<file path="config.mk">
export PLATFORM = sky130hd
export DESIGN_NAME = reservation_station
export DESIGN_NICKNAME = d
export VERILOG_FILES = /design/src/rtl/ooo_core_pkg.sv /design/src/rtl/reservation_station.sv
export VERILOG_INCLUDE_DIRS = /design/src /design/src/rtl
export SDC_FILE = /design/constraint.sdc
export NUM_CORES = 1
export LEC_CHECK = 0
export BUFFER_PORTS_ARGS = -buffer_cell sky130_fd_sc_hd__buf_4
export CAP_MARGIN = 20
export CORE_AREA = 2 2 163 165
export CTS_CLUSTER_SIZE = 30
export DETAILED_ROUTE_END_ITERATION = 16
export DIE_AREA = 0 0 165 167
export GPL_TIMING_DRIVEN = 1
export MAX_ROUTING_LAYER = met4
export PLACE_DENSITY = 0.57
export SLEW_MARGIN = 20
export SYNTH_ARGS = -nofsm -noshare
export SYNTH_HDL_FRONTEND = slang
export SYNTH_SLANG_ARGS = --single-unit
</file>
<file path="constraint.sdc">
create_clock -name clk -period 10.6 [get_ports clk]
set_input_delay 1.59 -clock clk [delete_from_list [all_inputs] [get_ports clk]]
set_output_delay 1.59 -clock clk [all_outputs]
set_load 0.01 [all_outputs]
</file>
<file path="src/rtl/ooo_core_macros.svh">
`ifndef OOO_CORE_MACROS_SVH
`define OOO_CORE_MACROS_SVH

// datapath width
`define OOO_XLEN 32

// reorder buffer entries, kept a power of two so the pointers wrap
`define OOO_ROB_DEPTH 8

// one ALU behind each station
`define OOO_NUM_RS 2

`endif
</file>
<file path="src/rtl/ooo_core_pkg.sv">
`include "ooo_core_macros.svh"

package ooo_core_pkg;

    typedef logic [`OOO_XLEN-1:0] word_t;
    typedef logic [4:0] reg_idx_t;
    typedef logic [$clog2(`OOO_ROB_DEPTH)-1:0] rob_tag_t;
    typedef logic [3:0] alu_op_t;

    // integer ALU operations
    localparam alu_op_t ALU_ADD  = 4'd0;
    localparam alu_op_t ALU_SUB  = 4'd1;
    localparam alu_op_t ALU_SLL  = 4'd2;
    localparam alu_op_t ALU_SLT  = 4'd3;
    localparam alu_op_t ALU_SLTU = 4'd4;
    localparam alu_op_t ALU_XOR  = 4'd5;
    localparam alu_op_t ALU_SRL  = 4'd6;
    localparam alu_op_t ALU_SRA  = 4'd7;
    localparam alu_op_t ALU_OR   = 4'd8;
    localparam alu_op_t ALU_AND  = 4'd9;

    typedef enum logic [1:0] {
        FETCH_REQ,
        FETCH_WAIT,
        FETCH_HOLD
    } fetch_state_t;

endpackage

</file>
<file path="src/rtl/reservation_station.sv">
`timescale 1ns/1ps
`include "ooo_core_macros.svh"

module reservation_station (
    input  logic                                        clk,
    input  logic                                        rst_n_i,
    input  logic                                        load_i,
    input  ooo_core_pkg::alu_op_t                       alu_op_i,
    input  ooo_core_pkg::word_t                         src1_data_i,
    input  logic                                        src1_ready_i,
    input  ooo_core_pkg::rob_tag_t                      src1_tag_i,
    input  ooo_core_pkg::word_t                         src2_data_i,
    input  logic                                        src2_ready_i,
    input  ooo_core_pkg::rob_tag_t                      src2_tag_i,
    input  ooo_core_pkg::rob_tag_t                      dest_tag_i,
    input  logic [`OOO_ROB_DEPTH-1:0]                   rob_done_i,
    input  ooo_core_pkg::word_t [`OOO_ROB_DEPTH-1:0]    rob_result_i,
    output logic                                        empty_o,
    output logic                                        exec_o,
    output ooo_core_pkg::alu_op_t                       op_o,
    output ooo_core_pkg::word_t                         opa_o,
    output ooo_core_pkg::word_t                         opb_o,
    output ooo_core_pkg::rob_tag_t                      tag_o
);

    logic                   occupied_q;
    logic                   a_ready_q;
    logic                   b_ready_q;
    ooo_core_pkg::alu_op_t  op_q;
    ooo_core_pkg::word_t    a_data_q;
    ooo_core_pkg::word_t    b_data_q;
    ooo_core_pkg::rob_tag_t a_tag_q;
    ooo_core_pkg::rob_tag_t b_tag_q;
    ooo_core_pkg::rob_tag_t dest_q;
    logic                   snoop_a;
    logic                   snoop_b;

    // a waiting operand is picked up once its producer is done in the ROB
    assign snoop_a = occupied_q && !a_ready_q && rob_done_i[a_tag_q];
    assign snoop_b = occupied_q && !b_ready_q && rob_done_i[b_tag_q];

    always_ff @(posedge clk or negedge rst_n_i) begin
        if (!rst_n_i) begin
            occupied_q <= 1'b0;
            a_ready_q  <= 1'b0;
            b_ready_q  <= 1'b0;
        end else if (load_i) begin
            occupied_q <= 1'b1;
            a_ready_q  <= src1_ready_i;
            b_ready_q  <= src2_ready_i;
        end else begin
            if (exec_o) begin
                occupied_q <= 1'b0;
            end
            if (snoop_a) begin
                a_ready_q <= 1'b1;
            end
            if (snoop_b) begin
                b_ready_q <= 1'b1;
            end
        end
    end

    always_ff @(posedge clk) begin
        if (load_i) begin
            op_q     <= alu_op_i;
            a_data_q <= src1_data_i;
            b_data_q <= src2_data_i;
            a_tag_q  <= src1_tag_i;
            b_tag_q  <= src2_tag_i;
            dest_q   <= dest_tag_i;
        end else begin
            if (snoop_a) begin
                a_data_q <= rob_result_i[a_tag_q];
            end
            if (snoop_b) begin
                b_data_q <= rob_result_i[b_tag_q];
            end
        end
    end

    // fires for exactly one cycle, empty again from the next
    assign exec_o  = occupied_q && a_ready_q && b_ready_q;
    assign empty_o = !occupied_q;
    assign op_o    = op_q;
    assign opa_o   = a_data_q;
    assign opb_o   = b_data_q;
    assign tag_o   = dest_q;

    a_no_load_busy: assert property (@(posedge clk) disable iff (!rst_n_i)
        load_i |-> !occupied_q);

endmodule

</file>
# Word-level counts from Yosys, hierarchy flattened
# Cells that the tools add are included.
[totals] latch_bits=0 mem_count=0 rom_bits=0 mem_bits_rw=0 output_inout_bits=73 ff_bits=80
[op_classes] div_mod_pow=0 eq_ne=0 n_shift=0 bitwise_logic=0 mux=18 magnitude_cmp=2 n_mul=0 reduce_logical=12 addsub=0
[op_table] op="binary-select mux 32 bit (select 3 bit)" n=2
[op_table] op="2-to-1 mux 32 bit" n=6
[op_table] op="< comparator 3 x 4 -> 1 bit, second input constant" n=2
[op_table] op="2-to-1 mux 1 bit" n=8
[op_table] op="binary-select mux 1 bit (select 3 bit)" n=2
[op_table] op="logical AND 1 bit" n=6
[op_table] op="nonzero test 2 bit" n=3
[op_table] op="logical NOT 1 bit" n=3

# Depth between registers and ports, before layout
[depth] word_depth=5 depth_mapped=6 depth_no_buf=3

# Worst setup path after synthesis
# OpenSTA, ideal clock, no wires.
[synth_timing] path_kind="input -> register" startpoint="input rob_done_i[3]" endpoint="register a_data_q[0] (netlist: opa_o[0]) (enable)" setup_time_ns=0.442 t_required_ns=10.158 arrival_time_ns=3.738 path_stages=3 path_slack_ns=6.420 cell_sequence="mux2i_1 > a22o_1 > o41ai_2"
[synth_between] elab_chain_cells=4
[synth_rtl] element="start: declaration" line_no="reservation_station.sv:16" source="input logic [`OOO_ROB_DEPTH-1:0] rob_done_i,"
[synth_rtl] element="binary-select mux 1 bit (select 3 bit)" line_no="reservation_station.sv:39" source="assign snoop_a = occupied_q && !a_ready_q && rob_done_i[a_tag_q];"
[synth_rtl] element="2-to-1 mux 1 bit (not written as such)" line_no="reservation_station.sv:39"
[synth_rtl] element="logical AND 1 bit" line_no="reservation_station.sv:39"
[synth_rtl] element="nonzero test 2 bit (no source line)"
[synth_rtl] element="end signal: assignment" line_no="reservation_station.sv:67" source="a_data_q <= src1_data_i;"
[synth_rtl] element="end signal: assignment" line_no="reservation_station.sv:74" source="a_data_q <= rob_result_i[a_tag_q];"
[synth_rtl] element="end: declaration" line_no="reservation_station.sv:30" source="ooo_core_pkg::word_t a_data_q;"
# Every way passes these cells. The select of a mux whose other input is x is not followed.
# A chain may end at the register's enable or synchronous reset.

# Worst setup path in the final report
[layout_timing] startpoint="input load_i" endpoint="register a_data_q[11] (netlist: opa_o[11]) (data pin)"
[layout_between] elab_chain_cells=1
[layout_rtl] element="start: declaration" line_no="reservation_station.sv:7" source="input logic load_i,"
[layout_rtl] element="2-to-1 mux 32 bit" line_no="reservation_station.sv:65" source="if (load_i) begin"
# Every way passes these cells.

==> summary.txt <==
Finish
  – Non-Filler Instances: 1422
  – Area Overhead vs Synth: 43.96%
  – Final Util: 44.53%
  – N_diodes: 0
  – Share of layout cells above drive strength 1: 57.59%
  – Final-stage net count: 1428
  – Final non-filler cell area: 11470 um2
  – Fillers: 2504

Routing
  – Vias: 7529
  – Drt drc: 0
  – Post-Route WL: 33060 um
  – Avg Vias per Cell: 5.295
  – DR WL/cell: 23.25 um
  – Remaining antenna violation count: 0
  – First-iteration detailed-routing DRC count: 392
  – DR pass1 iterations: 5

Worst setup path
  – Buf/Inv on CP: 2
  – Worst Setup SP: load_i
  – R2R Path End: opa_o[15]$_DFFE_PP_
  – Reg2Reg Depth: 5
  – Crit path kind: in2reg
  – Crit path cell chain: buf_6 -> buf_4 -> o31ai_2
  – Reg-to-Reg Start: a_tag_q[1]$_DFFE_PP_
  – Worst R2R Setup Slack: 7860 ps
  – Startpoint Class: input pin
  – Slowest cell on the critical path: buf_4
  – Worst path required time: 10660 ps
  – CP Capture Type: flip-flop
  – Crit path largest cell delay: 790 ps
  – Levels on crit path: 3
  – Worst setup path endpoint: opa_o[11]$_DFFE_PP_
  – Data arrival, critical path: 3160 ps
  – Worst-path maximum fanout: 80
  – CP delay by family, top: buffers and inverters

Power and ir drop
  – Peak VDD IR: 0.08460 mV
  – Leakage Power: 0.005135 uW
  – Total Power: 1242 uW
  – Pwr/cell area: 108.3 nW/um2

STA
  – Fin crit share: 29.21%
  – Normalized max-slew margin: 28.40%
  – Fin. Hold Viols: 0
  – Final Setup Violations: 0
  – RSZ-0062 raised after global routing: no
  – Max Clk Rate: 0.3230 GHz
  – Fin crit period: 3096 ps
  – Clk_skew: 9.622 ps
  – Setup TNS: 0 ps
  – Worst slew pin tran: 1074 ps
  – Fin. max-slew vios: 0

Logic synthesis
  – Post-Syn Instances: 710
  – Yosys reg bits: 80
  – Synthesized cell area: 7970 um2
  – Count of cell types in the netlist: 22
  – Syn_area_per_cell: 11.23 um2
  – Sequential area share after synthesis: 29.95%
  – Synth Net Count: 1056
  – Ys Warns: 0

Clock network
  – Worst-skew pair later-pin latency: 340 ps
  – Hold Buf Count CTS: 0
  – CTS tree: built
  – Post-CTS sizing: 0
  – Htree depth: 3
  – CTS Buffer Depth: 2
  – Root Driver: clkbuf_16
  – CTS Buf Count: 9
  – Reg clk slew, reported paths: 70 ps
  – Clk sink count: 80
  – Setup bufs post-CTS: 0

Placement
  – Placed cell areas: 11180 um2
  – Dpl cells: 1406
  – HPWL Detailed: 25130 um
  – RePlAce Congestion: 0.8194
  – PortBufs: 418

Global routing
  – Number of global-route vias before repair: 8017
  – Largest net degree at the start of global routing: 81
  – Grt total ovfl: 0
  – All-Layer GR Usage: 23.86%
  – First-pass GRT wire length: 47550 um
  – Initial antenna violation count: 0

Hold path
  – Worst Hold Class: reg2reg

Floorplanning
  – Chip Height: 167 um
  – Core ar.: 25760 um2
  – Row Count: 59
  – Initial Util: 30.94%
  – Die area: 27560 um2
  – Die width: 165 um
  – I/O pin cnt: 419

Status
  – Status: finished, final reports clean

Run
  – Max Cap Viol: 0
## synth_stat cells
| master | number | area [um2] |
|---|---|---|
| buf_1 | 8 | 30.03 |
| buf_2 | 16 | 80.08 |
| buf_4 | 2 | 15.01 |
| buf_12 | 6 | 120.1 |
| o31ai_2 | 66 | 825.8 |
| mux2_2 | 102 | 1149 |
| dfrtp_1 | 3 | 75.07 |
| nor2b_4 | 2 | 27.53 |
| clkbuf_1 | 27 | 101.4 |
| o22ai_1 | 66 | 412.9 |
| inv_1 | 2 | 7.510 |
| nand2b_1 | 6 | 37.54 |
| nor2_1 | 5 | 18.77 |
| a22o_1 | 66 | 578.1 |
| nor2b_1 | 4 | 25.02 |
| edfxtp_1 | 77 | 2312 |
| nand2_1 | 72 | 270.3 |
| mux2_1 | 30 | 337.8 |
| buf_8 | 4 | 60.06 |
| mux2i_1 | 134 | 1341 |
| buf_6 | 10 | 112.6 |
| o41ai_2 | 2 | 32.53 |
## area by class of cell
type / count / area, um2 / share of cell area, %
Inverter: 2 / 7.507 / 0.06543
Multi-Input combinational cell: 555 / 5101 / 44.46
Timing Repair Buffer: 434 / 3262 / 28.43
Clock buffer: 10 / 229.0 / 1.996
Sequential cell: 80 / 2387 / 20.81
Tap cell: 335 / 419.2 / 3.653
Clock inverter: 6 / 67.56 / 0.5889
## layer usage
layer / routed length (um) / track usage (%) / vias to the layer above
met5: 0 / - / -
met4: 1106 / 8.318 / 0
met3: 2184 / 3.811 / 55
met2: 16420 / 40.58 / 341
met1: 13340 / 28.38 / 3567
li1: - / - / 3566
## kinds of logic after synthesis
logic type / count (synthesis) / synth area share (%)
buffers and inverters: 75 / 6.609
DFF: 80 / 29.95
muxes: 266 / 35.48
AOI/OAI and AO/OA: 200 / 23.20
and+or+nand+nor: 89 / 4.757
## registers in the layout (all words and copies together) (netlist names)
register	cells
b_ready_q	1
a_ready_q	1
opb_o	32
opa_o	32
tag_o	3
occupied_q	1
a_tag_q	3
op_o	4
b_tag_q	3
## worst register-to-register path: cells and delay by family (launching register included)
| family | cells | cell delay (ps) |
|---|---|---|
| flops | 1 | 370 |
| compound gates | 2 | 680 |
| buf+inv | 2 | 1130 |
| simple gates | 1 | 220 |
## how the worst min path moves through the flow
stage                           startpoint                      to  slack, ps  cells after the start
global route        occupied_q$_DFFE_PN0P_  occupied_q$_DFFE_PN0P_        540                      2
global placement    occupied_q$_DFFE_PN0P_  occupied_q$_DFFE_PN0P_        490                      2
CTS                 occupied_q$_DFFE_PN0P_  occupied_q$_DFFE_PN0P_        510                      2
detailed placement  occupied_q$_DFFE_PN0P_  occupied_q$_DFFE_PN0P_        490                      2
floorplan           occupied_q$_DFFE_PN0P_  occupied_q$_DFFE_PN0P_        470                      2
finish              occupied_q$_DFFE_PN0P_  occupied_q$_DFFE_PN0P_        500                      2
## stage by stage
step | setup WS, ps | hold slack (ps)
2_1_floorplan | 6420 | 466.4
3_3_place_gp | 6740 | 489.5
3_5_place_dp | 7123 | 489.3
4_1_cts | 7500 | 505.6
5_1_grt | 7362 | 543.3
6_report | 7504 | 501.7
## where the power goes
group          internal, uW  total, uW  leakage (uW)  switching (uW)
clock network           184        321      0.000139             138
logic                   263        506       0.00420             243
registers               396        415      0.000797            18.9
## placed cells by master (no fill, tap or decap), types with 6 or more instances in the layout
cell | netlist | layout
buf_4 | 2 | 433
mux2i_1 | 134 | 134
mux2_2 | 102 | 102
edfxtp_1 | 77 | 77
nand2_1 | 72 | 72
o22ai_1 | 66 | 66
a22o_1 | 66 | 66
o31ai_2 | 66 | 66
mux2_1 | 30 | 30
clkbuf_16 | 0 | 9
nand2b_1 | 6 | 6
No activity file was read; power rests on OpenSTA's default activity.
