**src/rtl/ooo_core_macros.svh**
```systemverilog
`ifndef OOO_CORE_MACROS_SVH
`define OOO_CORE_MACROS_SVH

// datapath width
`define OOO_XLEN 32

// reorder buffer entries, kept a power of two so the pointers wrap
`define OOO_ROB_DEPTH 8

// one ALU behind each station
`define OOO_NUM_RS 2

`endif
```
**src/rtl/ooo_core_pkg.sv**
```systemverilog
`include "ooo_core_macros.svh"

package ooo_core_pkg;

    typedef logic [`OOO_XLEN-1:0] word_t;
    typedef logic [4:0] reg_idx_t;
    typedef logic [$clog2(`OOO_ROB_DEPTH)-1:0] rob_tag_t;
    typedef logic [3:0] alu_op_t;

    // integer ALU operations
    localparam alu_op_t ALU_ADD  = 4'd0;
    localparam alu_op_t ALU_SUB  = 4'd1;
    localparam alu_op_t ALU_SLL  = 4'd2;
    localparam alu_op_t ALU_SLT  = 4'd3;
    localparam alu_op_t ALU_SLTU = 4'd4;
    localparam alu_op_t ALU_XOR  = 4'd5;
    localparam alu_op_t ALU_SRL  = 4'd6;
    localparam alu_op_t ALU_SRA  = 4'd7;
    localparam alu_op_t ALU_OR   = 4'd8;
    localparam alu_op_t ALU_AND  = 4'd9;

    typedef enum logic [1:0] {
        FETCH_REQ,
        FETCH_WAIT,
        FETCH_HOLD
    } fetch_state_t;

endpackage

```
**src/rtl/reg_status_file.sv**
```systemverilog
`timescale 1ns/1ps

module reg_status_file (
    input  logic                    clk,
    input  logic                    rst_n_i,
    input  logic                    alloc_i,
    input  ooo_core_pkg::reg_idx_t  alloc_rd_i,
    input  ooo_core_pkg::rob_tag_t  alloc_tag_i,
    input  ooo_core_pkg::reg_idx_t  rs1_i,
    input  ooo_core_pkg::reg_idx_t  rs2_i,
    input  logic                    commit_i,
    input  ooo_core_pkg::reg_idx_t  commit_rd_i,
    input  ooo_core_pkg::rob_tag_t  commit_tag_i,
    input  ooo_core_pkg::word_t     commit_data_i,
    output ooo_core_pkg::word_t     rs1_data_o,
    output logic                    rs1_ready_o,
    output ooo_core_pkg::rob_tag_t  rs1_tag_o,
    output ooo_core_pkg::word_t     rs2_data_o,
    output logic                    rs2_ready_o,
    output ooo_core_pkg::rob_tag_t  rs2_tag_o
);

    ooo_core_pkg::word_t    regs_q [32];
    ooo_core_pkg::rob_tag_t tags_q [32];
    logic [31:0]            busy_q;
    logic                   hit1;
    logic                   hit2;

    always_ff @(posedge clk or negedge rst_n_i) begin
        if (!rst_n_i) begin
            busy_q <= '0;
            for (int i = 0; i < 32; i++) begin
                regs_q[i] <= '0;
            end
        end else begin
            if (commit_i && commit_rd_i != '0) begin
                regs_q[commit_rd_i] <= commit_data_i;
                // a younger writer keeps the register busy
                if (tags_q[commit_rd_i] == commit_tag_i) begin
                    busy_q[commit_rd_i] <= 1'b0;
                end
            end
            // allocation comes last so it wins over the clear
            if (alloc_i && alloc_rd_i != '0) begin
                busy_q[alloc_rd_i] <= 1'b1;
            end
        end
    end

    always_ff @(posedge clk) begin
        if (alloc_i && alloc_rd_i != '0) begin
            tags_q[alloc_rd_i] <= alloc_tag_i;
        end
    end

    // value committing this cycle is forwarded to the reader
    assign hit1 = commit_i && busy_q[rs1_i] && (tags_q[rs1_i] == commit_tag_i);
    assign hit2 = commit_i && busy_q[rs2_i] && (tags_q[rs2_i] == commit_tag_i);

    assign rs1_ready_o = (rs1_i == '0) || !busy_q[rs1_i] || hit1;
    assign rs2_ready_o = (rs2_i == '0) || !busy_q[rs2_i] || hit2;
    assign rs1_data_o  = hit1 ? commit_data_i : regs_q[rs1_i];
    assign rs2_data_o  = hit2 ? commit_data_i : regs_q[rs2_i];
    assign rs1_tag_o   = tags_q[rs1_i];
    assign rs2_tag_o   = tags_q[rs2_i];

endmodule

```
**config.mk**
```make
export PLATFORM = sky130hd
export DESIGN_NAME = reg_status_file
export DESIGN_NICKNAME = d
export VERILOG_FILES = /design/src/rtl/ooo_core_pkg.sv /design/src/rtl/reg_status_file.sv
export VERILOG_INCLUDE_DIRS = /design/src /design/src/rtl
export SDC_FILE = /design/constraint.sdc
export NUM_CORES = 2
export LEC_CHECK = 0
export BUFFER_PORTS_ARGS = -buffer_cell sky130_fd_sc_hd__buf_2
export CAP_MARGIN = 10
export CORE_MARGIN = 5
export CORE_UTILIZATION = 60
export DETAILED_ROUTE_END_ITERATION = 7
export PLACE_DENSITY_LB_ADDON = 0.05
export SLEW_MARGIN = 10
export SYNTH_ARGS = -nofsm -noshare
export SYNTH_HDL_FRONTEND = slang
export SYNTH_SLANG_ARGS = --single-unit
```
**constraint.sdc**
```tcl
create_clock -name clk -period 3.2 [get_ports clk]
set_input_delay 0.32 -clock clk [delete_from_list [all_inputs] [get_ports clk]]
set_output_delay 0.32 -clock clk [all_outputs]
set_load 0.01 [all_outputs]
```
; Yosys cells after proc, flatten, opt, wreduce, memory -nomap -nowiden
; Memory sizes are Yosys's and may differ from the RTL's.
; Cells that the tools add are included.
[classes]
n_eq_ne = 3
mux = 24
bitwise_logic = 6
reduce_logical = 19
magnitude_cmp = 10
[op_table]
columns = operator, n
row1 = 1024-bit bitwise mux, 1
row2 = 32-bit binary-select mux with 5-bit select, 2
row3 = 32-bit two-way mux, 10
row4 = 32-bit demux with 5-bit select, 1
row5 = 32-bit bitwise AND, 1
row6 = 32-bit NOT, 1
row7 = 32-bit OR, 1
row8 = 5-bit by 6-bit < comparator with 1-bit output (second input constant), 4
row9 = 6-bit >= comparator (second input constant), 3
row10 = 5-bit NOT with 6-bit output, 3
row11 = 1-bit binary-select mux with 5-bit select, 2
row12 = 1-bit demux with 5-bit select, 2
row13 = 5-bit by 1-bit >= comparator with 1-bit output (second input constant), 2
row14 = 5-bit zero test, 2
row15 = 5-bit nonzero test, 2
row16 = 3-bit == test, 3
row17 = 1-bit logical AND, 9
row18 = 6-bit by 1-bit < comparator with 1-bit output (second input constant), 1
row19 = 1-bit two-way mux, 6
row20 = 1-bit logical OR, 4
row21 = 1-bit zero test, 2
[totals]
reg_bits = 1056
n_memories = 1
in_bits = 62
ram_bits = 96
[memory_table]
columns = name, words, width, read_ports, rd_ports_with_merged_regs, wr, line_no
row1 = tags_q, 32, 3, 3, 0, 1, reg_status_file.sv:24  ; ooo_core_pkg::rob_tag_t tags_q [32];

; Logic depth before layout (Yosys ltp)
[depth]
word_depth = 10
depth_mapped = 11
ltp_nobuf = 7

; Worst setup path after synthesis
; OpenSTA, ideal clock, no wires.
[synth_timing]
kind = input port to output port
start = input port rs2_i[1]
end = output port rs2_data_o[31]
t_arrival_ns = 2.722
required_ns = 2.880
cell_stages = 8
path_slack_ns = 0.158
cell_sequence = buf_2 -> buf_2 -> clkbuf_1 -> buf_1 -> mux4_2 -> mux4_2 -> mux2_2 -> mux2_2
[synth_between]
elab_chain_len = 5
elab_cells_between_ends = 11
cone_classes = eq/ne: 1 / mux: 6 / bitwise: 1 / reduce/logical: 2 / memory: 1
[synth_rtl]
columns = element, line_no
row1 = from (decl), reg_status_file.sv:10  ; input ooo_core_pkg::reg_idx_t rs2_i,
row2 = "parallel branches: the longest is 4 deep, another holds memory 32 x 3 bit", -
row3 = 32-bit two-way mux (*), reg_status_file.sv:63  ; assign rs2_data_o = hit2 ? commit_data_i : regs_q[rs2_i];
row4 = to (decl), reg_status_file.sv:18  ; output ooo_core_pkg::word_t rs2_data_o,
; Every way passes the cells marked *. The select of a mux whose other input is x is not followed.

; Worst setup path after layout
[layout_timing]
start = register busy_q[10]
end = output port rs2_data_o[17]
[layout_between]
elab_chain_len = 5
[layout_rtl]
columns = element, line_no
row1 = from (decl), reg_status_file.sv:25  ; logic [31:0] busy_q;
row2 = from (signal assigned), reg_status_file.sv:31  ; busy_q <= '0;
row3 = "from (signal, indexed assignment)", reg_status_file.sv:40  ; busy_q[commit_rd_i] <= 1'b0;
row4 = "from (signal, indexed assignment)", reg_status_file.sv:45  ; busy_q[alloc_rd_i] <= 1'b1;
row5 = 1-bit binary-select mux with 5-bit select, reg_status_file.sv:58  ; assign hit2 = commit_i && busy_q[rs2_i] && (tags_q[rs2_i] == commit_tag_i);
row6 = 1-bit two-way mux (implied by the code), reg_status_file.sv:58
row7 = 1-bit logical AND (2 in series), reg_status_file.sv:58
row8 = 32-bit two-way mux, reg_status_file.sv:63
; No other way between the ends. The select of a mux whose other input is x is not followed.

==> metrics.md <==
| Metric | Value |
|---|---|
| Post-DR wirelength/cell | `34.6 µm` |
| Die height | `332 µm` |
| Gate Count Post-Synth | `3762` |
| Placer's final routability congestion estimate | `0.914` |
| Yosys top cell area share | `42.5%` |
| Leading area contributor after synthesis | `dfrtp_1` |
| Post-Synthesis Cell Area | `62200 µm²` |
| Worst reg2reg setup slack | `around 0.85 ns` |
| Leading post-synthesis cells by cell area | `dfrtp_1, mux4_2, mux2_2` |
| Commonest non-fill, non-tap cells in the layout | `mux2_2, dfrtp_1, mux4_2` |
| Warnings from Yosys | `0` |
| Layout area overhead | `14.3%` |
| Max_slew headroom | `a little under a third` |
| Period utilization | `119%` |
| Failing checks | `setup timing` |
| Commonest non-fill, non-tap cell in the layout | `mux2_2` |
| Final cell count without fillers | `approximately 5300` |
| Via count | `38413` |
| Initial antenna violation count | `4` |
| Post-synth ARST share | `91.7%` |
| Number of diodes | `0` |
| Largest net degree at the start of global routing | `about 110` |
| FMAX | `262 MHz` |
| Primary FF master, synth | `dfrtp_1` |
| Reg2reg end | `busy_q[22]` |
| Core Util, Final | `68.9%` |
| Worst min path class | `input pin to flop` |
| Die width | `332 µm` |
| IO buf count | `around 130` |
| Wire length of the first global-routing pass | `277 mm` |
| Bufs on Longest Clock Path | `3` |
| Final wirelength | `185 mm` |
| # IOs | `approximately 130` |
| Hold path startpoint | `alloc_tag_i[2]` |
| CP Max Fanout | `7` |
| Row Count | `~120` |
| Post-DP HPWL | `112 mm` |
| Worst VDD drop | `500 µV` |
| Unrepaired setup endpoints after global routing | `yes` |
| Met3 Use GR | `6.46%` |
| Worst-margin pin slew | `1.05 ns` |
| RR Startpoint | `tags_q[23][1]` |
| CTS Root Cell | `clkbuf_16` |
| Period minus WS final | `3.82 ns` |
| Setup crit end kind | `primary output` |
| Drc violations | `0` |
| Slew Limit Fails | `0` |
| Met1 Usage GRT | `47.4%` |
| Seq/Total Area, Yosys | `47.1%` |
| Pwr dens | `627 nW/µm²` |
| Drt pass-1 iters | `5` |
| Initial core utilization | `60.2%` |
| Number of CTS-inserted buffers | `131` |
| Vias in the first global route | `~41000` |
| CORE AREA | `103000 µm²` |
| Max_cap viols | `0` |
| Clock Latency Late Sink | `0.74 ns` |
| Share of post-route cells with drive strength above 1 | `62.9%` |
| Leakage | `30.1 nW` |
| WS Path Type | `flop to primary output` |
| Layer with the highest usage | `met2` |
| # H-tree levels | `4` |
| WHS Endpoint | `tags_q[10][2]` |
| Hold depth | `1` |
| CTS Sinks | `1152` |
| Total Die Area | `~110000 µm²` |
| Setup ws final | `-0.615 ns` |
| Final Net Count | `3920` |
| Grt total ovfl | `0` |
| Final hold viol count | `0` |
| Startpoint types | `flop` |
| Number of flops mapped to enable cells by yosys | `96` |
| CTS tree | `done` |
| Syn avg cell area | `16.5 µm²` |
| Clock transition at the registers of the reported paths | `~0.06 ns` |
| Initial drt markers | `3754` |
| Vias per std cell | `7.18` |
| WP data arrival | `~3.5 ns` |
| Number of synthesized register bits | `around 1200` |
| Run status | `finished, violations left` |
| Required @ worst endpoint | `between 2 and 3 ns` |
| DRT antenna net count | `0` |
| Met2 usage | `53.6%` |
| GRT Total Usage | `33.8%` |
| R2R depth | `9` |
| Setup Viol. Count Final | `66` |
| Netlist cell types | `54` |
| Skew final | `about 0.016 ns` |
| Placed Instances | `roughly 5000` |
-- repair_timing --
item                                    CTS  global route
hold buffers                              1             0
setup buffers                            12             3
hold endpoints to repair                 42             0
gates resized for setup                  86            27
pin swaps                                 3             3
endpoints found under the setup margin   66            66
-- worst max path at each step --
stage                     cells after the start        endpoint          from
after global routing                         11   rs2_data_o[7]  tags_q[7][1]
after global placement                        8  rs2_data_o[10]      rs2_i[0]
after detailed placement                      8  rs2_data_o[10]      rs2_i[0]
after CTS                                    10  rs2_data_o[17]    busy_q[31]
final                                        10  rs2_data_o[17]    busy_q[10]
after floorplan                               8  rs2_data_o[31]      rs2_i[1]
-- cell usage after synthesis (3+ instances only) --
| cell type | n |
|---|---|
| a22oi_1 | 13 |
| a31oi_1 | 24 |
| a41oi_1 | 8 |
| and3_1 | 3 |
| and3b_1 | 3 |
| buf_1 | 48 |
| buf_2 | 85 |
| buf_4 | 27 |
| buf_6 | 15 |
| clkbuf_1 | 249 |
| dfrtp_1 | 1056 |
| edfxtp_1 | 96 |
| inv_1 | 10 |
| mux2_2 | 1100 |
| mux2_4 | 30 |
| mux2i_1 | 37 |
| mux4_2 | 715 |
| nand2_1 | 25 |
| nand2b_1 | 4 |
| nand3_1 | 9 |
| nand3b_1 | 12 |
| nand4_1 | 4 |
| nor2_1 | 99 |
| nor2b_1 | 8 |
| nor3_1 | 18 |
| nor3b_1 | 4 |
| nor4_1 | 3 |
| o221ai_1 | 4 |
| o22ai_1 | 12 |
| or2_2 | 3 |
| or3_1 | 3 |
| or3b_2 | 3 |
| xnor2_1 | 5 |
-- layout make-up --
class / instances / area [µm²]
Clock buffer: 191 / 3850
Clock inverter: 52 / 589
Fill cell: 6733 / 32200
Inverter: 10 / 42.5
Multi-Input combinational cell: 2178 / 31400
Sequential cell: 1152 / 29300
Tap cell: 1380 / 1730
Timing Repair Buffer: 385 / 4230
-- flip-flops by register name (all words and copies together), names as in the netlist --
| name | count |
|---|---|
| busy_q | 32 |
| tags_q | 96 |
| regs_q | 1024 |
-- per-stage QoR --
stage	hold slack [ns]	TNS, ns	power (mW)	worst slack [ns]	instance area (µm²)
CTS	0.0437	-37.33	44.6	-0.646	71000
global placement	0.370	-4.01	28.2	-0.156	66000
finish	0.101	-35.22	44.6	-0.615	71200
global route	0.0975	-40.53	46.2	-0.706	71200
detailed placement	0.380	-5.24	28.8	-0.189	66000
floorplan	0.0244	0	25.7	0.158	62300
-- cells by family after synthesis --
kind of cell              after synthesis  share of synthesized area (%)
AOI/OAI and AO/OA                      81                          0.955
xor gates and xnor gates                5                         0.0703
buffers and inverters                 434                           3.13
DFF                                  1152                           47.1
muxes                                1883                           47.1
other                                   1                        0.00602
and+or+nand+nor                       206                           1.62
-- routing by layer --
layer | share of wire [%] | vias to the layer above
met5 | 0.015 | -
li1 | - | 15065
met3 | 7.7 | 427
met1 | 40 | 21059
met4 | 4.1 | 4
met2 | 49 | 1858
-- power breakdown --
group | total, mW | internal, mW | leakage, nW | switching, mW
clock network | 15.4 | 9.20 | 2.19 | 6.22
logic | 9.89 | 6.24 | 13.5 | 3.64
registers | 19.3 | 17.3 | 14.4 | 1.95
-- critical path: stages, from the launching register on --
cell	delay (ns)
dfrtp_1	0.40
mux4_2	0.47
mux4_2	0.50
mux2_4	0.30
nand2_2	0.07
nor3_2	0.05
o211ai_4	0.09
buf_12	0.23
buf_12	0.17
mux2_4	0.32
buf_6	0.12
(Power assumes the default switching activity.)
