**src/rtl/ooo_core_macros.svh**
```systemverilog
`ifndef OOO_CORE_MACROS_SVH
`define OOO_CORE_MACROS_SVH

// datapath width
`define OOO_XLEN 32

// reorder buffer entries, kept a power of two so the pointers wrap
`define OOO_ROB_DEPTH 8

// one ALU behind each station
`define OOO_NUM_RS 2

`endif
```
**src/rtl/ooo_core_pkg.sv**
```systemverilog
`include "ooo_core_macros.svh"

package ooo_core_pkg;

    typedef logic [`OOO_XLEN-1:0] word_t;
    typedef logic [4:0] reg_idx_t;
    typedef logic [$clog2(`OOO_ROB_DEPTH)-1:0] rob_tag_t;
    typedef logic [3:0] alu_op_t;

    // integer ALU operations
    localparam alu_op_t ALU_ADD  = 4'd0;
    localparam alu_op_t ALU_SUB  = 4'd1;
    localparam alu_op_t ALU_SLL  = 4'd2;
    localparam alu_op_t ALU_SLT  = 4'd3;
    localparam alu_op_t ALU_SLTU = 4'd4;
    localparam alu_op_t ALU_XOR  = 4'd5;
    localparam alu_op_t ALU_SRL  = 4'd6;
    localparam alu_op_t ALU_SRA  = 4'd7;
    localparam alu_op_t ALU_OR   = 4'd8;
    localparam alu_op_t ALU_AND  = 4'd9;

    typedef enum logic [1:0] {
        FETCH_REQ,
        FETCH_WAIT,
        FETCH_HOLD
    } fetch_state_t;

endpackage

```
**src/rtl/int_alu.sv**
```systemverilog
`timescale 1ns/1ps

module int_alu (
    input  ooo_core_pkg::alu_op_t op_i,
    input  ooo_core_pkg::word_t   a_i,
    input  ooo_core_pkg::word_t   b_i,
    output ooo_core_pkg::word_t   y_o
);

    logic [4:0] shamt;

    assign shamt = b_i[4:0];

    always_comb begin
        case (op_i)
            ooo_core_pkg::ALU_ADD:  y_o = a_i + b_i;
            ooo_core_pkg::ALU_SUB:  y_o = a_i - b_i;
            ooo_core_pkg::ALU_SLL:  y_o = a_i << shamt;
            ooo_core_pkg::ALU_SLT:  y_o = ooo_core_pkg::word_t'($signed(a_i) < $signed(b_i));
            ooo_core_pkg::ALU_SLTU: y_o = ooo_core_pkg::word_t'(a_i < b_i);
            ooo_core_pkg::ALU_XOR:  y_o = a_i ^ b_i;
            ooo_core_pkg::ALU_SRL:  y_o = a_i >> shamt;
            ooo_core_pkg::ALU_SRA:  y_o = $signed(a_i) >>> shamt;
            ooo_core_pkg::ALU_OR:   y_o = a_i | b_i;
            ooo_core_pkg::ALU_AND:  y_o = a_i & b_i;
            default:                y_o = '0;
        endcase
    end

endmodule

```
**config.mk**
```make
export PLATFORM = sky130hd
export DESIGN_NAME = int_alu
export DESIGN_NICKNAME = d
export VERILOG_FILES = /design/src/rtl/ooo_core_pkg.sv /design/src/rtl/int_alu.sv
export VERILOG_INCLUDE_DIRS = /design/src /design/src/rtl
export SDC_FILE = /design/constraint.sdc
export NUM_CORES = 1
export LEC_CHECK = 0
export ABC_AREA = 1
export BUFFER_PORTS_ARGS = -buffer_cell sky130_fd_sc_hd__buf_4
export CAP_MARGIN = 25
export CORE_MARGIN = 4
export CORE_UTILIZATION = 43
export DETAILED_ROUTE_END_ITERATION = 16
export SYNTH_ARGS = -nofsm -noshare
export SYNTH_HDL_FRONTEND = slang
export SYNTH_SLANG_ARGS = --single-unit
```
**constraint.sdc**
```tcl
create_clock -name vclk -period 6.1
set_clock_uncertainty 0.1 [all_clocks]
set_input_delay 0.305 -clock vclk [all_inputs]
set_output_delay 0.305 -clock vclk [all_outputs]
set_load 0.005 [all_outputs]
```
[After elaboration in Yosys (flattened, before gate mapping)]
Index checks and enable logic that the tools add are counted.
Operators by class
  multiplexer cells: 1
  equal/unequal tests: 9
  shift operators: 3
  bitwise logic cells: 3
  reduce and logical (&&, ||, !) cells: 1
  add/subtract/negate cells: 2
  $lt $le $gt $ge: 2
Operators with widths (count)
  32-bit one-hot mux with 10 select lines: 1
  32-bit less-than comparator: 2
  32-bit adder: 1
  32-bit bitwise AND: 1
  32-bit bitwise OR: 1
  32-bit by 5-bit left shift with 32-bit output: 1
  32-bit by 5-bit right shift with 32-bit output: 1
  32-bit by 5-bit >>> shifter with 32-bit output: 1
  32-bit subtractor: 1
  32-bit XOR: 1
  4-bit by 3-bit == test with 1-bit output, second input constant: 4
  4-bit by 2-bit == test with 1-bit output, second input constant: 2
  4-bit == test, second input constant: 2
  4-bit by 1-bit == test with 1-bit output, second input constant: 1
  4-bit zero test: 1
Word-level totals
  word-level logic and storage cells: 21
  flip-flop bits (word level): 0
  input port bits: 68
  output and inout bits: 32

[Logic depth before layout (Yosys ltp)]
Gate-level depths: netlist of the first run.
  depth in word-level cells: 2
  mapped depth: 20
  depth with buffers taken out: 16

[Worst setup path after synthesis of the first run]
OpenSTA, ideal clock, no wires.
  kind: in2out
  start point: input port b_i[4]
  end point: output port y_o[12]
  data required time: 5695 ps
  path buffers: 3
  cell stages on the path: 14
  data arrival time: 2338 ps
  setup slack: 3357 ps
  path through: inv_1 clkbuf_1 buf_1 ha_1 buf_2 nor2_1 nand2_1 nor2_1 nand2_1 nand3_1 xor2_1 nor2_1 nor2_1 nand3_1
Between the ends
  word-level cells in the longest chain between the ends: 2
  elaborated cells between the ends (all ways): 6
  classes of those cells: 2 x add/sub; 3 x shift; 1 x mux
RTL lines
  start, declared: line int_alu.sv:6  | input ooo_core_pkg::word_t b_i,
  32-bit subtractor (tied with other cells): line int_alu.sv:17  | ooo_core_pkg::ALU_SUB: y_o = a_i - b_i;
  32-bit one-hot mux with 10 select lines *: line int_alu.sv:15  | case (op_i)
  end, declared: line int_alu.sv:7  | output ooo_core_pkg::word_t y_o
Mark *: on every way between the ends. The rest lies on a longest branch, timed or not.

[Worst setup path in the final report of the first run]
  start point: input port b_i[3]
  end point: output port y_o[9]
The elaborated chain is that of the path after synthesis.

==> impl_metrics.py, run 1 <==
metrics = {
    "timing": {
        "relSlewSlack": 0.323,
        "fin_crit_ps": 3790,
        "worstMarginPinSlew_ps": 1010,
        "hold_viol": 0,
        "rsz0062_at_grt": "false",
        "report.final.slew_viol_count": 0,
        "period_share": 0.622,
        "setup_ws_ps": 2310,
        "timing.fmax_mhz": 264,
        "tns_ps": 0,
        "finalSetupViolations": 0,
        "hold_ws_ps": 1040,
    },
    "layout": {
        "antennaDiodeCount": 0,
        "final_area_um2": 10700,
        "seqCellArea_um2": 0,
        "multi_input_area_um2": 8420,
        "flops_and_latches": 0,
        "fillers": 2710,
        "area_growth_pct": 7.03,
        "final_common_cell": "nand2_1",
        "clkbuf_count": 0,
        "finalNetCount": 2253,
        "layout_common_cells": "nand2_1 (698), nand3_1 (389), inv_1 (285), nor2_1 (164), buf_4 (108)",
        "drive_gt1_frac": 0.0677,
    },
    "drt": {
        "drt_iter0_markers": 1883,
        "viasPerCell": 5.91,
        "wire_per_inst_um": 21.1,
        "dr.pass1.iters": 10,
        "routed-via-count": 14200,
        "wirelength_mm": 50.5,
        "post-route-drc-count": 0,
        "ant_nets": 0,
    },
    "logic_synthesis": {
        "avgSynthCellArea_um2": 4.87,
        "synth_cells": 2063,
        "yosysSeqAreaShare": 0,
        "syn-cell-area_um2": 10000,
        "synth.distinct_cells": 47,
        "yosysWarnings": 0,
        "syn_nets": 2232,
    },
    "worst_setup_path": {
        "slowest_stage": "buf_4",
        "cp_slowest_stage_delay_ps": 520,
        "crit_path_end": "y_o[9]",
        "crit_buf_inv": 4,
        "cp_top_family": "simple AND/OR/NAND/NOR gates",
        "end_kind": "primary output",
        "cp-startpoint": "b_i[3]",
        "cp_data_required_time_ps": 5690,
        "crit_arrival_ps": 3390,
        "path_cells": "buf_4, inv_1, buf_4, ha_1, nor2_1, nand3_1, nand3_1, nand2_1, nand2_1, xor2_1, nor2_1, nor2_1, nand3_1, buf_4",
        "crit_fanout": 57,
        "worst-path-stages": 14,
        "crit_type": "primary input to primary output",
        "startpoint_type": "primary input",
    },
    "clock_tree": {
        "cts_hold_buf": 0,
        "cts_setup_buffers": 0,
        "cts_resized": 0,
    },
    "floorplan": {
        "fp.dieH_um": 161,
        "start_util": 0.441,
        "rows": 55,
        "io_pins": 100,
        "die_area_um2": 25900,
        "fp.dieW_um": 161,
        "fp.coreArea_um2": 22800,
    },
    "power": {
        "p_leak_nw": 6.14,
        "ir_drop_mv": 0.0392,
        "p_per_area_nw_per_um2": 88.3,
    },
    "global_routing": {
        "top_usage_layer": "met2",
        "grtUsageMet1": 0.495,
        "grt_pass1_vias": 13100,
        "met3_usage": 0.0382,
        "grtUsageTotal": 0.371,
        "grt_max_degree": 72,
        "antenna_found_initial": 2,
        "grt-ovfl-total": 0,
        "grt_pass1_wl_mm": 75.3,
        "use_met2": 0.610,
    },
    "status": {
        "status": "complete, no violations",
    },
    "place": {
        "preCtsSetupSlack_ps": 2450,
        "port_buffers": 100,
        "dpl.hpwl_mm": 42.0,
        "dpl_cell_area_um2": 10700,
        "place.gp.congestion": 1.04,
    },
    "min_path": {
        "hold_class": "primary input to primary output",
    },
    "job": {
        "cap_viol_max_count": 0,
    },
}
routing by layer:
layer / vias to the layer above / wire (um) / part of all wire
met1: 6480 / 20700 / 0.41
li1: 6726 / - / -
met3: 155 / 4610 / 0.091
met5: - / 21 / 0.00042
met2: 799 / 22400 / 0.44
met4: 4 / 2720 / 0.054
worst min-delay path, delay by kind of cell:
family | cells | cell delay, ps
buf+inv | 3 | 330
simple gates | 3 | 200
through the flow:
stage	cells	utilization	power, W
detailed placement	2395	0.472	0.000916
global placement	2395	0.472	0.000914
floorplan	2063	-	0.000600
global route	2395	0.472	0.00104
CTS	2395	0.472	0.000921
finish	2395	0.472	0.000949
report_power, final:
group / total, W / switching, W / internal, W
clock: 0 / 0 / 0
sequential: 0 / 0 / 0
combinational: 0.000949 / 0.000659 / 0.000290
Yosys cell counts (all sizes together):
cell type | n | area [um2]
a211oi | 2 | 15.0
a21o | 2 | 15.0
a21oi | 86 | 434
a221oi | 5 | 50.0
a311oi | 1 | 8.76
a31oi | 1 | 6.26
and2 | 11 | 68.8
and3 | 1 | 6.26
buf | 74 | 439
clkbuf | 15 | 60.1
clkinv | 1 | 5.00
fa | 2 | 40.0
ha | 99 | 1240
inv | 296 | 1120
mux2i | 1 | 10.0
nand2 | 702 | 2650
nand3 | 390 | 1960
nand3b | 4 | 30.0
nand4 | 35 | 219
nor2 | 171 | 672
nor3 | 16 | 85.1
nor3b | 1 | 7.51
nor4 | 3 | 18.8
o2111ai | 1 | 8.76
o211ai | 22 | 165
o21ai | 77 | 400
o21bai | 15 | 116
o221ai | 4 | 35.0
o22ai | 21 | 131
or2 | 1 | 6.26
xor2 | 3 | 26.3
cell families (layout without fill, tap and decap cells):
family / Yosys count / after routing / share of synthesized area
XOR/XNOR: 3 / 3 / 0.00262
multiplexers: 1 / 1 / 0.000997
buffers and inverters: 386 / 405 / 0.161
AND/OR/NAND/NOR: 1335 / 1335 / 0.569
AO/OA/AOI/OAI: 237 / 237 / 0.138
adder cells (fa/ha/maj): 101 / 101 / 0.127
area by class of cell:
cell class         count  area share
repair buffers       108      0.0755
well taps            313      0.0365
multi-input cells   1677       0.784
inverters            297       0.104
worst min path at each step:
| stage | startpoint | to | slack (ps) | cells after the start |
|---|---|---|---|---|
| finish | op_i[1] | y_o[0] | 1040 | 6 |
| global route | op_i[1] | y_o[0] | 1070 | 6 |
| CTS | op_i[1] | y_o[0] | 1040 | 6 |
| detailed placement | op_i[1] | y_o[0] | 1040 | 6 |
| global placement | op_i[1] | y_o[0] | 1050 | 6 |
| floorplan | op_i[0] | y_o[0] | 720 | 4 |
No activity file was read; power rests on OpenSTA's default activity.
==> run 2, diff against run 1 <==
- clock period: 6.1 -> 3.45 ns (I/O delays scaled with it)
==> impl_metrics.py, run 2 (same netlist as run 1, synthesis figures left out) <==
metrics = {
    "place": {
        "post-place-cells": 2409,
        "port_buffers": 100,
        "place.gp.congestion": 0.992,
        "dpl.hpwl_mm": 42.7,
        "preCtsSetupSlack_ps": 567,
    },
    "global_routing": {
        "grt_pass1_wl_mm": 75.5,
        "grtUsageTotal": 0.374,
        "grt-ovfl-total": 0,
        "grt_max_degree": 71,
        "antenna_found_initial": 2,
        "grt_pass1_vias": 12900,
    },
    "floorplan": {
        "rows": 55,
        "io_pins": 100,
        "fp.coreArea_um2": 22800,
        "start_util": 0.441,
        "fp.dieH_um": 161,
        "fp.dieW_um": 161,
        "die_area_um2": 25900,
    },
    "timing": {
        "worstMarginPinSlew_ps": 844,
        "timing.fmax_mhz": 324,
        "period_share": 0.895,
        "report.final.slew_viol_count": 0,
        "setup_ws_ps": 363,
        "fin_crit_ps": 3090,
        "finalSetupViolations": 0,
        "hold_viol": 0,
        "tns_ps": 0,
        "relSlewSlack": 0.435,
        "rsz0062_at_grt": "false",
        "hold_ws_ps": 768,
    },
    "layout": {
        "fin_cells": 2409,
        "antennaDiodeCount": 0,
        "final_common_cell": "nand2_1",
        "flops_and_latches": 0,
        "fillers": 2682,
        "drive_gt1_frac": 0.0740,
        "seqCellArea_um2": 0,
        "clkbuf_count": 0,
        "area_growth_pct": 8.08,
        "layout_common_cells": "nand2_1 (698), nand3_1 (389), inv_1 (285), nor2_1 (164), buf_4 (122)",
        "final_util": 0.476,
        "finalNetCount": 2267,
        "multi_input_area_um2": 8420,
    },
    "drt": {
        "viasPerCell": 5.88,
        "routed-via-count": 14200,
        "post-route-drc-count": 0,
        "drt_iter0_markers": 1824,
        "wirelength_mm": 51.7,
        "ant_nets": 0,
        "dr.pass1.iters": 6,
        "wire_per_inst_um": 21.5,
    },
    "power": {
        "p_per_area_nw_per_um2": 157,
        "p_leak_nw": 6.20,
        "ir_drop_mv": 0.0707,
    },
    "clock_tree": {
        "cts_setup_buffers": 0,
        "cts_hold_buf": 0,
        "cts_resized": 0,
    },
    "worst_setup_path": {
        "path_cells": "buf_4, ha_1, inv_1, fa_1, nor2_1, nor2_1, o21bai_1, nand2_1, nand2_1, o21ai_0, nand2_1, nand3_1, buf_4",
        "end_kind": "primary output",
        "cp_slowest_stage_delay_ps": 460,
        "startpoint_type": "primary input",
        "crit_fanout": 35,
        "cp_data_required_time_ps": 3180,
        "crit_arrival_ps": 2810,
        "crit_type": "primary input to primary output",
        "slowest_stage": "o21bai_1",
        "crit_top_cell": "nand2_1",
    },
    "status": {
        "status": "complete, no violations",
    },
    "job": {
        "cap_viol_max_count": 0,
    },
    "min_path": {
        "hold_class": "primary input to primary output",
    },
}
==> run 2: changes by cell type in the layout (fill, tap and decap cells not counted), sizes merged <==
cell  change
buf      +14
==> run 2: area by class of cell <==
cell class | instances | share of cell area
multi-input cells | 1677 | 0.776
inverters | 297 | 0.103
repair buffers | 122 | 0.0844
well taps | 313 | 0.0361
==> run 2: path summary, 6_finish.rpt <==
check             slack, ps  cells past startpoint     from  endpoint
setup / recovery        360                     13   b_i[0]   y_o[16]
hold / removal          770                      6  op_i[1]    y_o[0]
==> run 2: worst max-delay path: cells and delay by family <==
family | cells | cell delay (ps)
buffers and inverters | 3 | 670
adder cells (fa/ha/maj) | 2 | 740
AND/OR/NAND/NOR | 6 | 670
AO/OA/AOI/OAI | 2 | 550
==> run 2: per-layer routing <==
layer	up-vias	global-route usage	routed length [um]	part of all wire
met1	6497	0.486	21100	0.41
li1	6751	-	-	-
met3	131	0.0621	4850	0.094
met5	-	0	7	0.00014
met4	2	0.153	2590	0.050
met2	773	0.616	23200	0.45
==> run 2: through the flow <==
step,instance area [um2],power [W]
floorplan,10000,0.00106
detailed placement,10800,0.00165
global route,10800,0.00185
CTS,10800,0.00165
finish,10800,0.00171
global placement,10800,0.00164
==> run 2: report_power, final <==
part	total [W]	switching (W)	internal, W
sequential	0	0	0
clock	0	0	0
combinational	0.00171	0.00118	0.000523
total	0.00171	0.00118	0.000523
==> run 3, diff against run 2 <==
- PLACE_DENSITY_LB_ADDON: default -> 0.25
==> impl_metrics.py, run 3 (same netlist as run 1, synthesis figures left out) <==
metrics = {
    "status": {
        "status": "complete, no violations",
    },
    "layout": {
        "final_common_cell": "nand2_1",
        "layout_common_cells": "nand2_1 (698), nand3_1 (389), inv_1 (285), nor2_1 (164), buf_4 (123)",
        "finalNetCount": 2269,
        "final_util": 0.478,
        "flops_and_latches": 0,
        "fillers": 2684,
        "seqCellArea_um2": 0,
        "clkbuf_count": 0,
        "drive_gt1_frac": 0.0748,
        "fin_cells": 2412,
        "area_growth_pct": 8.38,
    },
    "timing": {
        "period_share": 0.877,
        "worstMarginPinSlew_ps": 759,
        "fin_crit_ps": 3030,
        "rsz0062_at_grt": "false",
        "hold_ws_ps": 781,
        "timing.fmax_mhz": 330,
        "relSlewSlack": 0.492,
        "report.final.slew_viol_count": 0,
        "hold_viol": 0,
        "tns_ps": 0,
        "finalSetupViolations": 0,
    },
    "global_routing": {
        "antenna_found_initial": 1,
        "grt-ovfl-total": 0,
        "grtUsageTotal": 0.364,
        "grt_max_degree": 71,
        "grt_pass1_wl_mm": 73.9,
        "grt_pass1_vias": 12800,
    },
    "power": {
        "finalPower_w": 0.00170,
        "p_per_area_nw_per_um2": 157,
        "switchingPower_w": 0.00118,
        "p_clk_frac": 0,
        "p_leak_nw": 6.22,
        "seq_power_share": 0,
        "ir_drop_mv": 0.0599,
        "switching_share": 0.693,
        "internal_power_w": 0.000524,
        "p_comb_frac": 1.000,
    },
    "drt": {
        "wire_per_inst_um": 21.0,
        "drt_iter0_markers": 1748,
        "wirelength_mm": 50.6,
        "viasPerCell": 5.92,
        "ant_nets": 0,
        "routed-via-count": 14300,
        "dr.pass1.iters": 6,
        "post-route-drc-count": 0,
    },
    "worst_setup_path": {
        "crit_fanout": 35,
        "end_kind": "primary output",
        "crit_type": "primary input to primary output",
        "cp_data_required_time_ps": 3180,
        "crit_arrival_ps": 2750,
        "startpoint_type": "primary input",
    },
    "place": {
        "post-place-cells": 2411,
        "place.gp.congestion": 1.07,
        "dpl.hpwl_mm": 42.2,
        "port_buffers": 100,
    },
    "floorplan": {
        "fp.dieH_um": 161,
        "fp.coreArea_um2": 22800,
        "start_util": 0.441,
        "io_pins": 100,
        "die_area_um2": 25900,
        "fp.dieW_um": 161,
        "rows": 55,
    },
    "clock_tree": {
        "cts_resized": 0,
        "cts_hold_buf": 0,
        "cts_setup_buffers": 0,
    },
    "job": {
        "cap_viol_max_count": 0,
    },
    "min_path": {
        "hold_class": "primary input to primary output",
    },
}
[run 3: cell types whose count changed in the layout (fill, tap and decap cells not counted), sizes merged]
cell / change
buf: +2
diode: +1
[run 3: power groups by stage]
stage                      Clock (W)  Combinational, W  Sequential (W)
global placement                   0           0.00164               0
floorplan                          0           0.00106               0
CTS                                0           0.00165               0
finish              0.00000000000640           0.00170               0
global route                       0           0.00185               0
detailed placement                 0           0.00164               0
[run 3: per-stage QoR]
stage               setup slack, ps  cell area, um2
floorplan                       972           10000
detailed placement              526           10900
finish                          423           10900
CTS                             514           10900
global placement                506           10900
global route                    322           10900
[run 3: cell type report]
cell class / count / area, um2 / share of cell area
multi-input cells: 1677 / 8420 / 0.774
inverters: 297 / 1120 / 0.103
repair buffers: 124 / 943 / 0.0867
well taps: 313 / 392 / 0.0360
diodes: 1 / 2.50 / 0.000230
[run 3: worst paths after layout]
| kind | start | endpoint | slack (ps) | cells after the start |
|---|---|---|---|---|
| max | b_i[0] | y_o[16] | 420 | 13 |
| min | op_i[1] | y_o[0] | 780 | 6 |
[run 3: layer usage]
| layer | wire length [um] | GRT usage |
|---|---|---|
| met5 | 13 | 0 |
| met1 | 20000 | 0.477 |
| met3 | 5370 | 0.0570 |
| met4 | 2530 | 0.142 |
| met2 | 22700 | 0.602 |
[run 3: critical path, cell delays in order]
cell and delay (ps):
buf_4 390, ha_1 360, inv_1 100, fa_1 430, nor2_1 120, nor2_1 110, o21bai_1 330, nand2_1 90
nand2_1 110, o21ai_0 110, nand2_1 110, nand3_1 140, buf_4 170
